==> config.mk <==
export PLATFORM = sky130hd
export DESIGN_NAME = axi4s_split
export DESIGN_NICKNAME = d
export VERILOG_FILES = /design/src/hdl/axi4s_pkg.sv /design/src/hdl/buffer_ctx_pkg.sv /design/src/hdl/axi4s_copy.sv /design/src/hdl/axi4s_trunc.sv /design/src/hdl/axi4s_split.sv
export SDC_FILE = /design/constraint.sdc
export NUM_CORES = 1
export LEC_CHECK = 0
export BUFFER_PORTS_ARGS = -buffer_cell sky130_fd_sc_hd__buf_2
export CORE_MARGIN = 5
export CORE_UTILIZATION = 30
export CTS_CLUSTER_DIAMETER = 60
export DETAILED_ROUTE_END_ITERATION = 8
export GPL_TIMING_DRIVEN = 1
export SLEW_MARGIN = 25
export SYNTH_ARGS = -nofsm -noshare
export SYNTH_HDL_FRONTEND = slang
export SYNTH_HIERARCHICAL = 1
export SYNTH_SLANG_ARGS = --single-unit
export TNS_END_PERCENT = 5
==> constraint.sdc <==
create_clock -name axi4s_in -period 8.6 [get_ports axi4s_in]
set_clock_uncertainty 0.15 [all_clocks]
set_input_delay 2.15 -clock axi4s_in [delete_from_list [all_inputs] [get_ports axi4s_in]]
set_output_delay 2.15 -clock axi4s_in [all_outputs]
set_load 0.005 [all_outputs]
==> src/hdl/axi4s_pkg.sv <==
// stream definitions for the byte-lane packet stream
// data width, byte lane count and the tid and tdest side-band types

package axi4s_pkg;

   // ----------------------------------------
   // data path widths
   // ----------------------------------------

   // number of byte lanes carried in one beat
   localparam int DATA_BYTE_WID = 8;

   // data width in bits, one byte per lane
   localparam int DATA_WID = DATA_BYTE_WID * 8;

   // width of a count of kept bytes, which runs from 0 up to DATA_BYTE_WID
   localparam int KEEP_CNT_WID = $clog2(DATA_BYTE_WID + 1);

   // ----------------------------------------
   // side-band fields
   // ----------------------------------------

   // widths of the stream id and destination fields
   localparam int TID_WID   = 4;
   localparam int TDEST_WID = 4;

   // stream id, carried unchanged on every beat of a packet
   typedef logic [TID_WID-1:0] tid_t;

   // stream destination, also constant over a packet
   typedef logic [TDEST_WID-1:0] tdest_t;

endpackage : axi4s_pkg

==> src/hdl/buffer_ctx_pkg.sv <==
// buffer context definitions
// write pointer type and the width of the header length input

package buffer_ctx_pkg;

   // width of the buffer write pointer
   localparam int PTR_LEN = 16;

   // buffer write pointer, one step per accepted ingress beat
   // it wraps silently at its width
   typedef logic [PTR_LEN-1:0] wr_ptr_t;

   // width of the header length input, counted in bytes
   // a length of zero is not a legal setting
   localparam int HDR_LEN_WID = 16;

endpackage : buffer_ctx_pkg

==> src/hdl/axi4s_copy.sv <==
// two-way stream fork
// each accepted ingress beat is registered into two branch slots, and
// each branch drains its slot under its own ready

`timescale 1ns/100ps

module axi4s_copy (
   input  logic                                axi4s_in,
   input  logic                                arst_n,

   // ingress beat plus its buffer write pointer
   input  logic                                in_tvalid,
   output logic                                in_tready,
   input  logic [axi4s_pkg::DATA_WID-1:0]      in_tdata,
   input  logic [axi4s_pkg::DATA_BYTE_WID-1:0] in_tkeep,
   input  logic                                in_tlast,
   input  axi4s_pkg::tid_t                     in_tid,
   input  axi4s_pkg::tdest_t                   in_tdest,
   input  buffer_ctx_pkg::wr_ptr_t             in_wr_ptr,

   // branch a, the bit-exact packet copy
   output logic                                a_tvalid,
   input  logic                                a_tready,
   output logic [axi4s_pkg::DATA_WID-1:0]      a_tdata,
   output logic [axi4s_pkg::DATA_BYTE_WID-1:0] a_tkeep,
   output logic                                a_tlast,
   output axi4s_pkg::tid_t                     a_tid,
   output axi4s_pkg::tdest_t                   a_tdest,

   // branch b, the copy that carries the write pointer on
   output logic                                b_tvalid,
   input  logic                                b_tready,
   output logic [axi4s_pkg::DATA_WID-1:0]      b_tdata,
   output logic [axi4s_pkg::DATA_BYTE_WID-1:0] b_tkeep,
   output logic                                b_tlast,
   output axi4s_pkg::tid_t                     b_tid,
   output axi4s_pkg::tdest_t                   b_tdest,
   output buffer_ctx_pkg::wr_ptr_t             b_wr_ptr
);

   // goes high on the first edge after reset and then stays high
   logic run;
   logic in_xfer;

   // ----------------------------------------
   // ingress handshake
   // ----------------------------------------

   // a slot can take a new beat when it is empty or drains in this cycle
   // both slots must be able to, since every beat goes to both branches
   assign in_tready = run && (!a_tvalid || a_tready) && (!b_tvalid || b_tready);
   assign in_xfer   = in_tvalid && in_tready;

   // ----------------------------------------
   // slot valid flags
   // ----------------------------------------

   always_ff @(posedge axi4s_in or negedge arst_n) begin
      if (!arst_n) begin
         run      <= 1'b0;
         a_tvalid <= 1'b0;
         b_tvalid <= 1'b0;
      end else begin
         run <= 1'b1;
         // a load wins over a drain in the same cycle, since the slot refills
         if (in_xfer) begin
            a_tvalid <= 1'b1;
         end else if (a_tready) begin
            a_tvalid <= 1'b0;
         end
         if (in_xfer) begin
            b_tvalid <= 1'b1;
         end else if (b_tready) begin
            b_tvalid <= 1'b0;
         end
      end
   end

   // payload of both slots, loaded together on every ingress transfer
   always_ff @(posedge axi4s_in) begin
      if (in_xfer) begin
         a_tdata  <= in_tdata;
         a_tkeep  <= in_tkeep;
         a_tlast  <= in_tlast;
         a_tid    <= in_tid;
         a_tdest  <= in_tdest;
         b_tdata  <= in_tdata;
         b_tkeep  <= in_tkeep;
         b_tlast  <= in_tlast;
         b_tid    <= in_tid;
         b_tdest  <= in_tdest;
         b_wr_ptr <= in_wr_ptr;
      end
   end

endmodule : axi4s_copy

==> src/hdl/axi4s_trunc.sv <==
// header truncator
// forwards the first length bytes of each packet, ends the header with
// tlast on a trimmed beat, and swallows the remainder of the packet

`timescale 1ns/100ps

module axi4s_trunc #(
   // selects the lanes kept in a trimmed beat, low lanes when 0
   parameter logic BIGENDIAN = 1'b0
) (
   input  logic                                  axi4s_in,
   input  logic                                  arst_n,

   // header length in bytes, never zero
   input  logic [buffer_ctx_pkg::HDR_LEN_WID-1:0] length,

   input  logic                                  in_tvalid,
   output logic                                  in_tready,
   input  logic [axi4s_pkg::DATA_WID-1:0]        in_tdata,
   input  logic [axi4s_pkg::DATA_BYTE_WID-1:0]   in_tkeep,
   input  logic                                  in_tlast,
   input  axi4s_pkg::tid_t                       in_tid,
   input  axi4s_pkg::tdest_t                     in_tdest,
   input  buffer_ctx_pkg::wr_ptr_t               in_wr_ptr,

   output logic                                  out_tvalid,
   input  logic                                  out_tready,
   output logic [axi4s_pkg::DATA_WID-1:0]        out_tdata,
   output logic [axi4s_pkg::DATA_BYTE_WID-1:0]   out_tkeep,
   output logic                                  out_tlast,
   output axi4s_pkg::tid_t                       out_tid,
   output axi4s_pkg::tdest_t                     out_tdest,
   output buffer_ctx_pkg::wr_ptr_t               out_wr_ptr
);

   // bytes already forwarded in the current packet
   logic [buffer_ctx_pkg::HDR_LEN_WID-1:0]   byte_cnt;
   // set once the header is complete, until the packet ends
   logic                                     discard;

   logic [axi4s_pkg::KEEP_CNT_WID-1:0]       beat_bytes;
   logic [buffer_ctx_pkg::HDR_LEN_WID:0]     byte_sum;
   logic [buffer_ctx_pkg::HDR_LEN_WID-1:0]   remain;
   logic [axi4s_pkg::KEEP_CNT_WID-1:0]       remain_bytes;
   logic [axi4s_pkg::DATA_BYTE_WID-1:0]      cut_mask;
   logic                                     reach;
   logic                                     in_xfer;

   // number of kept bytes in a beat
   function automatic logic [axi4s_pkg::KEEP_CNT_WID-1:0] keep_count(
      input logic [axi4s_pkg::DATA_BYTE_WID-1:0] keep
   );
      logic [axi4s_pkg::KEEP_CNT_WID-1:0] n;
      n = '0;
      for (int i = 0; i < axi4s_pkg::DATA_BYTE_WID; i++) begin
         if (keep[i]) begin
            n = n + 1'b1;
         end
      end
      return n;
   endfunction

   // ----------------------------------------
   // header boundary
   // ----------------------------------------

   assign beat_bytes = keep_count(in_tkeep);

   // one extra bit so the sum cannot wrap near the top of the length range
   assign byte_sum = {1'b0, byte_cnt} +
                     {{(buffer_ctx_pkg::HDR_LEN_WID + 1 - axi4s_pkg::KEEP_CNT_WID){1'b0}},
                      beat_bytes};

   // this beat fills the header, exactly or with bytes to spare
   assign reach = (byte_sum >= {1'b0, length});

   // bytes still owed to the header; only the low bits matter once reach is
   // set, because then the count is at most one full beat
   assign remain       = length - byte_cnt;
   assign remain_bytes = remain[axi4s_pkg::KEEP_CNT_WID-1:0];

   // low lanes count from byte 0, high lanes from the top lane down
   assign cut_mask = BIGENDIAN ? ~({axi4s_pkg::DATA_BYTE_WID{1'b1}} >> remain_bytes)
                               : ~({axi4s_pkg::DATA_BYTE_WID{1'b1}} << remain_bytes);

   // ----------------------------------------
   // data path
   // ----------------------------------------

   // beats after the header are taken at once and never shown downstream
   assign in_tready  = discard || out_tready;
   assign in_xfer    = in_tvalid && in_tready;

   assign out_tvalid = in_tvalid && !discard;
   assign out_tdata  = in_tdata;
   assign out_tkeep  = reach ? (in_tkeep & cut_mask) : in_tkeep;
   assign out_tlast  = in_tlast || reach;
   assign out_tid    = in_tid;
   assign out_tdest  = in_tdest;
   assign out_wr_ptr = in_wr_ptr;

   // byte count and discard flag, both back to packet start on every tlast
   always_ff @(posedge axi4s_in or negedge arst_n) begin
      if (!arst_n) begin
         byte_cnt <= '0;
         discard  <= 1'b0;
      end else if (in_xfer) begin
         if (in_tlast) begin
            byte_cnt <= '0;
            discard  <= 1'b0;
         end else if (!discard) begin
            if (reach) begin
               discard <= 1'b1;
            end else begin
               byte_cnt <= byte_sum[buffer_ctx_pkg::HDR_LEN_WID-1:0];
            end
         end
      end
   end

endmodule : axi4s_trunc

==> src/hdl/axi4s_split.sv <==
// packet header splitter
// returns each ingress packet untouched and, beside it, a header stream
// of the first hdr_length bytes tagged with the buffer write pointer

`timescale 1ns/100ps

module axi4s_split #(
   // lane order of a trimmed header beat, passed to the truncator
   parameter logic BIGENDIAN = 1'b0
) (
   input  logic                                   axi4s_in,
   input  logic                                   arst_n,

   // ingress packet stream
   input  logic                                   in_tvalid,
   output logic                                   in_tready,
   input  logic [axi4s_pkg::DATA_WID-1:0]         in_tdata,
   input  logic [axi4s_pkg::DATA_BYTE_WID-1:0]    in_tkeep,
   input  logic                                   in_tlast,
   input  axi4s_pkg::tid_t                        in_tid,
   input  axi4s_pkg::tdest_t                      in_tdest,

   // packet egress, a copy of the ingress
   output logic                                   out_tvalid,
   input  logic                                   out_tready,
   output logic [axi4s_pkg::DATA_WID-1:0]         out_tdata,
   output logic [axi4s_pkg::DATA_BYTE_WID-1:0]    out_tkeep,
   output logic                                   out_tlast,
   output axi4s_pkg::tid_t                        out_tid,
   output axi4s_pkg::tdest_t                      out_tdest,

   // header egress
   output logic                                   hdr_tvalid,
   input  logic                                   hdr_tready,
   output logic [axi4s_pkg::DATA_WID-1:0]         hdr_tdata,
   output logic [axi4s_pkg::DATA_BYTE_WID-1:0]    hdr_tkeep,
   output logic                                   hdr_tlast,
   output axi4s_pkg::tid_t                        hdr_tid,
   output axi4s_pkg::tdest_t                      hdr_tdest,
   output buffer_ctx_pkg::wr_ptr_t                hdr_wr_ptr,

   // header length in bytes
   input  logic [buffer_ctx_pkg::HDR_LEN_WID-1:0] hdr_length
);

   // buffer address of the next ingress beat
   buffer_ctx_pkg::wr_ptr_t                wr_ptr;

   // branch b of the fork, on its way into the truncator
   logic                                   b_tvalid;
   logic                                   b_tready;
   logic [axi4s_pkg::DATA_WID-1:0]         b_tdata;
   logic [axi4s_pkg::DATA_BYTE_WID-1:0]    b_tkeep;
   logic                                   b_tlast;
   axi4s_pkg::tid_t                        b_tid;
   axi4s_pkg::tdest_t                      b_tdest;
   buffer_ctx_pkg::wr_ptr_t                b_wr_ptr;

   // ----------------------------------------
   // write pointer
   // ----------------------------------------

   // one step per accepted ingress beat, wrapping at the pointer width
   always_ff @(posedge axi4s_in or negedge arst_n) begin
      if (!arst_n) begin
         wr_ptr <= '0;
      end else if (in_tvalid && in_tready) begin
         wr_ptr <= wr_ptr + 1'b1;
      end
   end

   // ----------------------------------------
   // fork and truncator
   // ----------------------------------------

   // branch a goes straight to the packet egress
   axi4s_copy copy_0 (
      .axi4s_in  (axi4s_in),
      .arst_n    (arst_n),
      .in_tvalid (in_tvalid),
      .in_tready (in_tready),
      .in_tdata  (in_tdata),
      .in_tkeep  (in_tkeep),
      .in_tlast  (in_tlast),
      .in_tid    (in_tid),
      .in_tdest  (in_tdest),
      .in_wr_ptr (wr_ptr),
      .a_tvalid  (out_tvalid),
      .a_tready  (out_tready),
      .a_tdata   (out_tdata),
      .a_tkeep   (out_tkeep),
      .a_tlast   (out_tlast),
      .a_tid     (out_tid),
      .a_tdest   (out_tdest),
      .b_tvalid  (b_tvalid),
      .b_tready  (b_tready),
      .b_tdata   (b_tdata),
      .b_tkeep   (b_tkeep),
      .b_tlast   (b_tlast),
      .b_tid     (b_tid),
      .b_tdest   (b_tdest),
      .b_wr_ptr  (b_wr_ptr)
   );

   // past the header the truncator keeps b_tready high, so hdr_tready
   // holds up ingress only inside the header region
   axi4s_trunc #(
      .BIGENDIAN (BIGENDIAN)
   ) trunc_0 (
      .axi4s_in   (axi4s_in),
      .arst_n     (arst_n),
      .length     (hdr_length),
      .in_tvalid  (b_tvalid),
      .in_tready  (b_tready),
      .in_tdata   (b_tdata),
      .in_tkeep   (b_tkeep),
      .in_tlast   (b_tlast),
      .in_tid     (b_tid),
      .in_tdest   (b_tdest),
      .in_wr_ptr  (b_wr_ptr),
      .out_tvalid (hdr_tvalid),
      .out_tready (hdr_tready),
      .out_tdata  (hdr_tdata),
      .out_tkeep  (hdr_tkeep),
      .out_tlast  (hdr_tlast),
      .out_tid    (hdr_tid),
      .out_tdest  (hdr_tdest),
      .out_wr_ptr (hdr_wr_ptr)
   );

endmodule : axi4s_split

==> metrics.txt <==
Peak supply drop=107.0 uV; core area=24250 um^2; DR iter-0 viols=240; pwr dens=209.3 nW/um^2; slowest stage delay, CP=400 ps; Initial DRT Pass Iterations=4; antenna fix cells=0; Buffers on Ports=282; Synth async-reset ratio=27.07%; Slew headroom=36.54%; Crit-path slowest cell=edfxtp_1; Leak=4.110 nW; WP data required=6300 ps; period utilisation layout=99.50%; Final Core Density=36.88%; H-tree lvl count=4; initial core utilization=30.43%; chip width=166.8 um; largest net degree at the start of global routing=84; Final WS setup=42.96 ps; initial antenna violation count=0; Post-synth EDFFs=97; layout cells sized above 1=52.18%; reg2reg setup slack=1790 ps; CP Launch Type=flip-flop; Mapped Nets=749; Yosys cell types=66; Critical path destination=hdr_tlast; Root Driver=clkbuf_16; sequential cell area fraction in the yosys report=51.69%; fmax=0.1169 GHz; Critical Path AT=6260 ps; via-per-instance ratio=4.296; unrepaired setup endpoints after global routing=yes; Fin Hold WS=328.2 ps; Setup WS pre-CTS=-86.25 ps; CP top delay family=compound AO/OA/AOI/OAI gates; post-synthesis area per instance=12.06 um^2; max-cap violations=0; WL per Instance=16.24 um; gr ovfl total=0; clock buffer depth=2; crit path kind=flip-flop to output port; Crit Path Max Fanout=4; TritonCTS Buffers=17; Worst R2R End=trunc_0/byte_cnt[13]; nets@finish=904; min-delay worst type=flip-flop to flip-flop; Die Span Y=166.8 um; Crit. End Element=output port; ys flop type=edfxtp_1; CTS tree=yes; Layout area overhead=21.21%; hold_buf cts=0; Final min period=8557 ps; status=finished clean; RD Place Congestion=0.8026; Yosys reg bits=133; WP buf/inv=6; reg2reg path depth=29; RR Startpoint=copy_0/b_tkeep[1]; Worst-path clk slew=60 ps; worst-skew pair later-pin latency=410 ps; DR DRC count=0; vias post-DR=4743; Least-Margin Pin Slew=945.6 ps; Worst Setup SP=copy_0/b_tkeep[1]; DPL Wire Length=13480 um; GRT Util Overall=12.38%; I/O pins=283; num rows=57; Detail Route Antenna Nets=0; CTS sink cnt=133; final wirelength=17930 um; Design Power=1.872 mW; synthesized area=7378 um^2; vias in the first global route=4872; cell count after synthesis=612; global-route wire length before repair=27340 um; CP Depth=29; YS warnings=6; DIE AREA=27830 um^2; Final Hold Fails=0; fin. max-slew vios=0; # setup viols final=0; setup TNS=0 ps
[registers in the layout, indices dropped and copies added (netlist names)]
signal            cells
copy_0/a_tvalid       1
copy_0/b_tkeep        8
copy_0/b_tvalid       1
copy_0/b_tdata       64
trunc_0/discard       1
trunc_0/byte_cnt     16
copy_0/b_tdest        4
copy_0/b_tid          4
copy_0/b_tlast        1
copy_0/b_wr_ptr      16
wr_ptr               16
copy_0/run            1
[power breakdown]
part	internal [mW]	total [mW]	switching, mW
registers	0.745	0.789	0.0443
logic	0.187	0.398	0.211
clock network	0.378	0.684	0.306
total	1.31	1.87	0.562
[cells in the final DEF (no fill, tap or decap), types with 3 or more instances in the layout]
cell / instances
nand4_1: 9
xor2_1: 15
inv_1: 33
a21oi_1: 8
xnor2_1: 22
buf_6: 4
clkbuf_16: 17
or3_1: 3
a22o_1: 11
o21a_1: 4
dfrtp_1: 36
edfxtp_1: 97
and2_1: 3
a31oi_1: 3
nor3_2: 3
buf_4: 27
inv_6: 4
inv_2: 4
xnor2_2: 7
nor3_4: 4
nor2_1: 16
a21o_1: 9
nand3_2: 3
a21oi_2: 4
nand3_1: 8
nand2_1: 28
inv_8: 3
clkinv_4: 3
ha_1: 28
o41ai_1: 3
buf_2: 282
ha_4: 4
o211ai_1: 4
nor2b_1: 6
[synth_stat cells (2+ instances only)]
library cell,n,area share [%]
nor2b_2,2,0.24
buf_2,3,0.20
xnor2_1,29,3.4
o21bai_1,2,0.20
mux2_2,2,0.31
o211ai_1,4,0.41
inv_1,36,1.8
nor2b_1,6,0.51
nor2_1,18,0.92
a22o_1,11,1.3
clkbuf_1,3,0.15
nand3b_1,2,0.20
o41ai_1,3,0.36
nand4_1,9,0.76
o21ai_1,2,0.14
ha_1,33,5.6
and2_1,3,0.25
mux2i_1,3,0.41
nor3_1,6,0.41
a31oi_1,3,0.25
or3_1,3,0.25
a21o_1,9,0.92
buf_4,170,17
nand2_1,30,1.5
xor2_1,15,1.8
nor3_2,3,0.41
a21oi_1,12,0.81
and3_1,2,0.17
a211o_1,2,0.24
fa_1,2,0.54
dfrtp_1,36,12
o21a_1,4,0.41
and3_4,2,0.31
a221oi_1,2,0.24
edfxtp_1,97,39
xor2_2,2,0.44
nand3_1,12,0.81
[layer usage]
layer,global-route usage [%],up-vias,routed length [um]
met5,0,-,0
met4,3.629,0,233
met3,3.626,15,1145
met2,21.72,193,8947
met1,14.75,2272,7602
li1,-,2263,-
[worst reg2reg max path: cells and delay by family (launching register included)]
family,cells,cell delay [ps]
AOI/OAI and AO/OA,7,2280
xor gates and xnor gates,4,580
adders and majority gates,5,1420
buffers and inverters,5,660
DFF,1,400
muxes,1,70
and+or+nand+nor,7,1150
[cell families after synthesis]
group / Yosys count / share of synthesized area (%)
buffers and inverters: 215 / 19.77
flip-flops: 133 / 51.69
AND/OR/NAND/NOR: 110 / 8.547
AO/OA/AOI/OAI: 66 / 7.122
XOR/XNOR: 47 / 5.969
adder cells (fa/ha/maj): 35 / 6.139
multiplexers: 5 / 0.7122
other: 1 / 0.05082
[repair_timing]
item                                    in CTS  in global routing
resized for setup                           16                 34
gates cloned                                 0                  0
pin swaps                                    9                 45
endpoints found under the setup margin       9                  9
setup buffers                                7                 10
[through the flow]
stage          cells  area (um^2)
6_report        1104         8944
5_1_grt         1104         8944
4_1_cts         1094         8675
3_5_place_dp    1055         8006
3_3_place_gp    1055         8006
2_1_floorplan    612         7378
[final cells by class]
class,count,area (um^2)
fillers,2398,15300
clock inverters,14,118.9
well taps,324,405.4
inverters,37,138.9
multi-input cells,264,2359
repair buffers,314,1679
clock buffers,18,429.2
flip-flops and latches,133,3814
[worst min path at each step]
stage / startpoint / cells past startpoint / slack (ps) / end
4_1_cts: wr_ptr[15] / 1 / 330 / wr_ptr[15]
3_5_place_dp: wr_ptr[15] / 0 / 310 / copy_0/b_wr_ptr[15]
6_report: wr_ptr[15] / 1 / 330 / wr_ptr[15]
3_3_place_gp: wr_ptr[15] / 0 / 310 / copy_0/b_wr_ptr[15]
5_1_grt: wr_ptr[15] / 1 / 340 / wr_ptr[15]
2_1_floorplan: wr_ptr[15] / 1 / 290 / wr_ptr[15]
No activity file was read; power rests on OpenSTA's default activity.
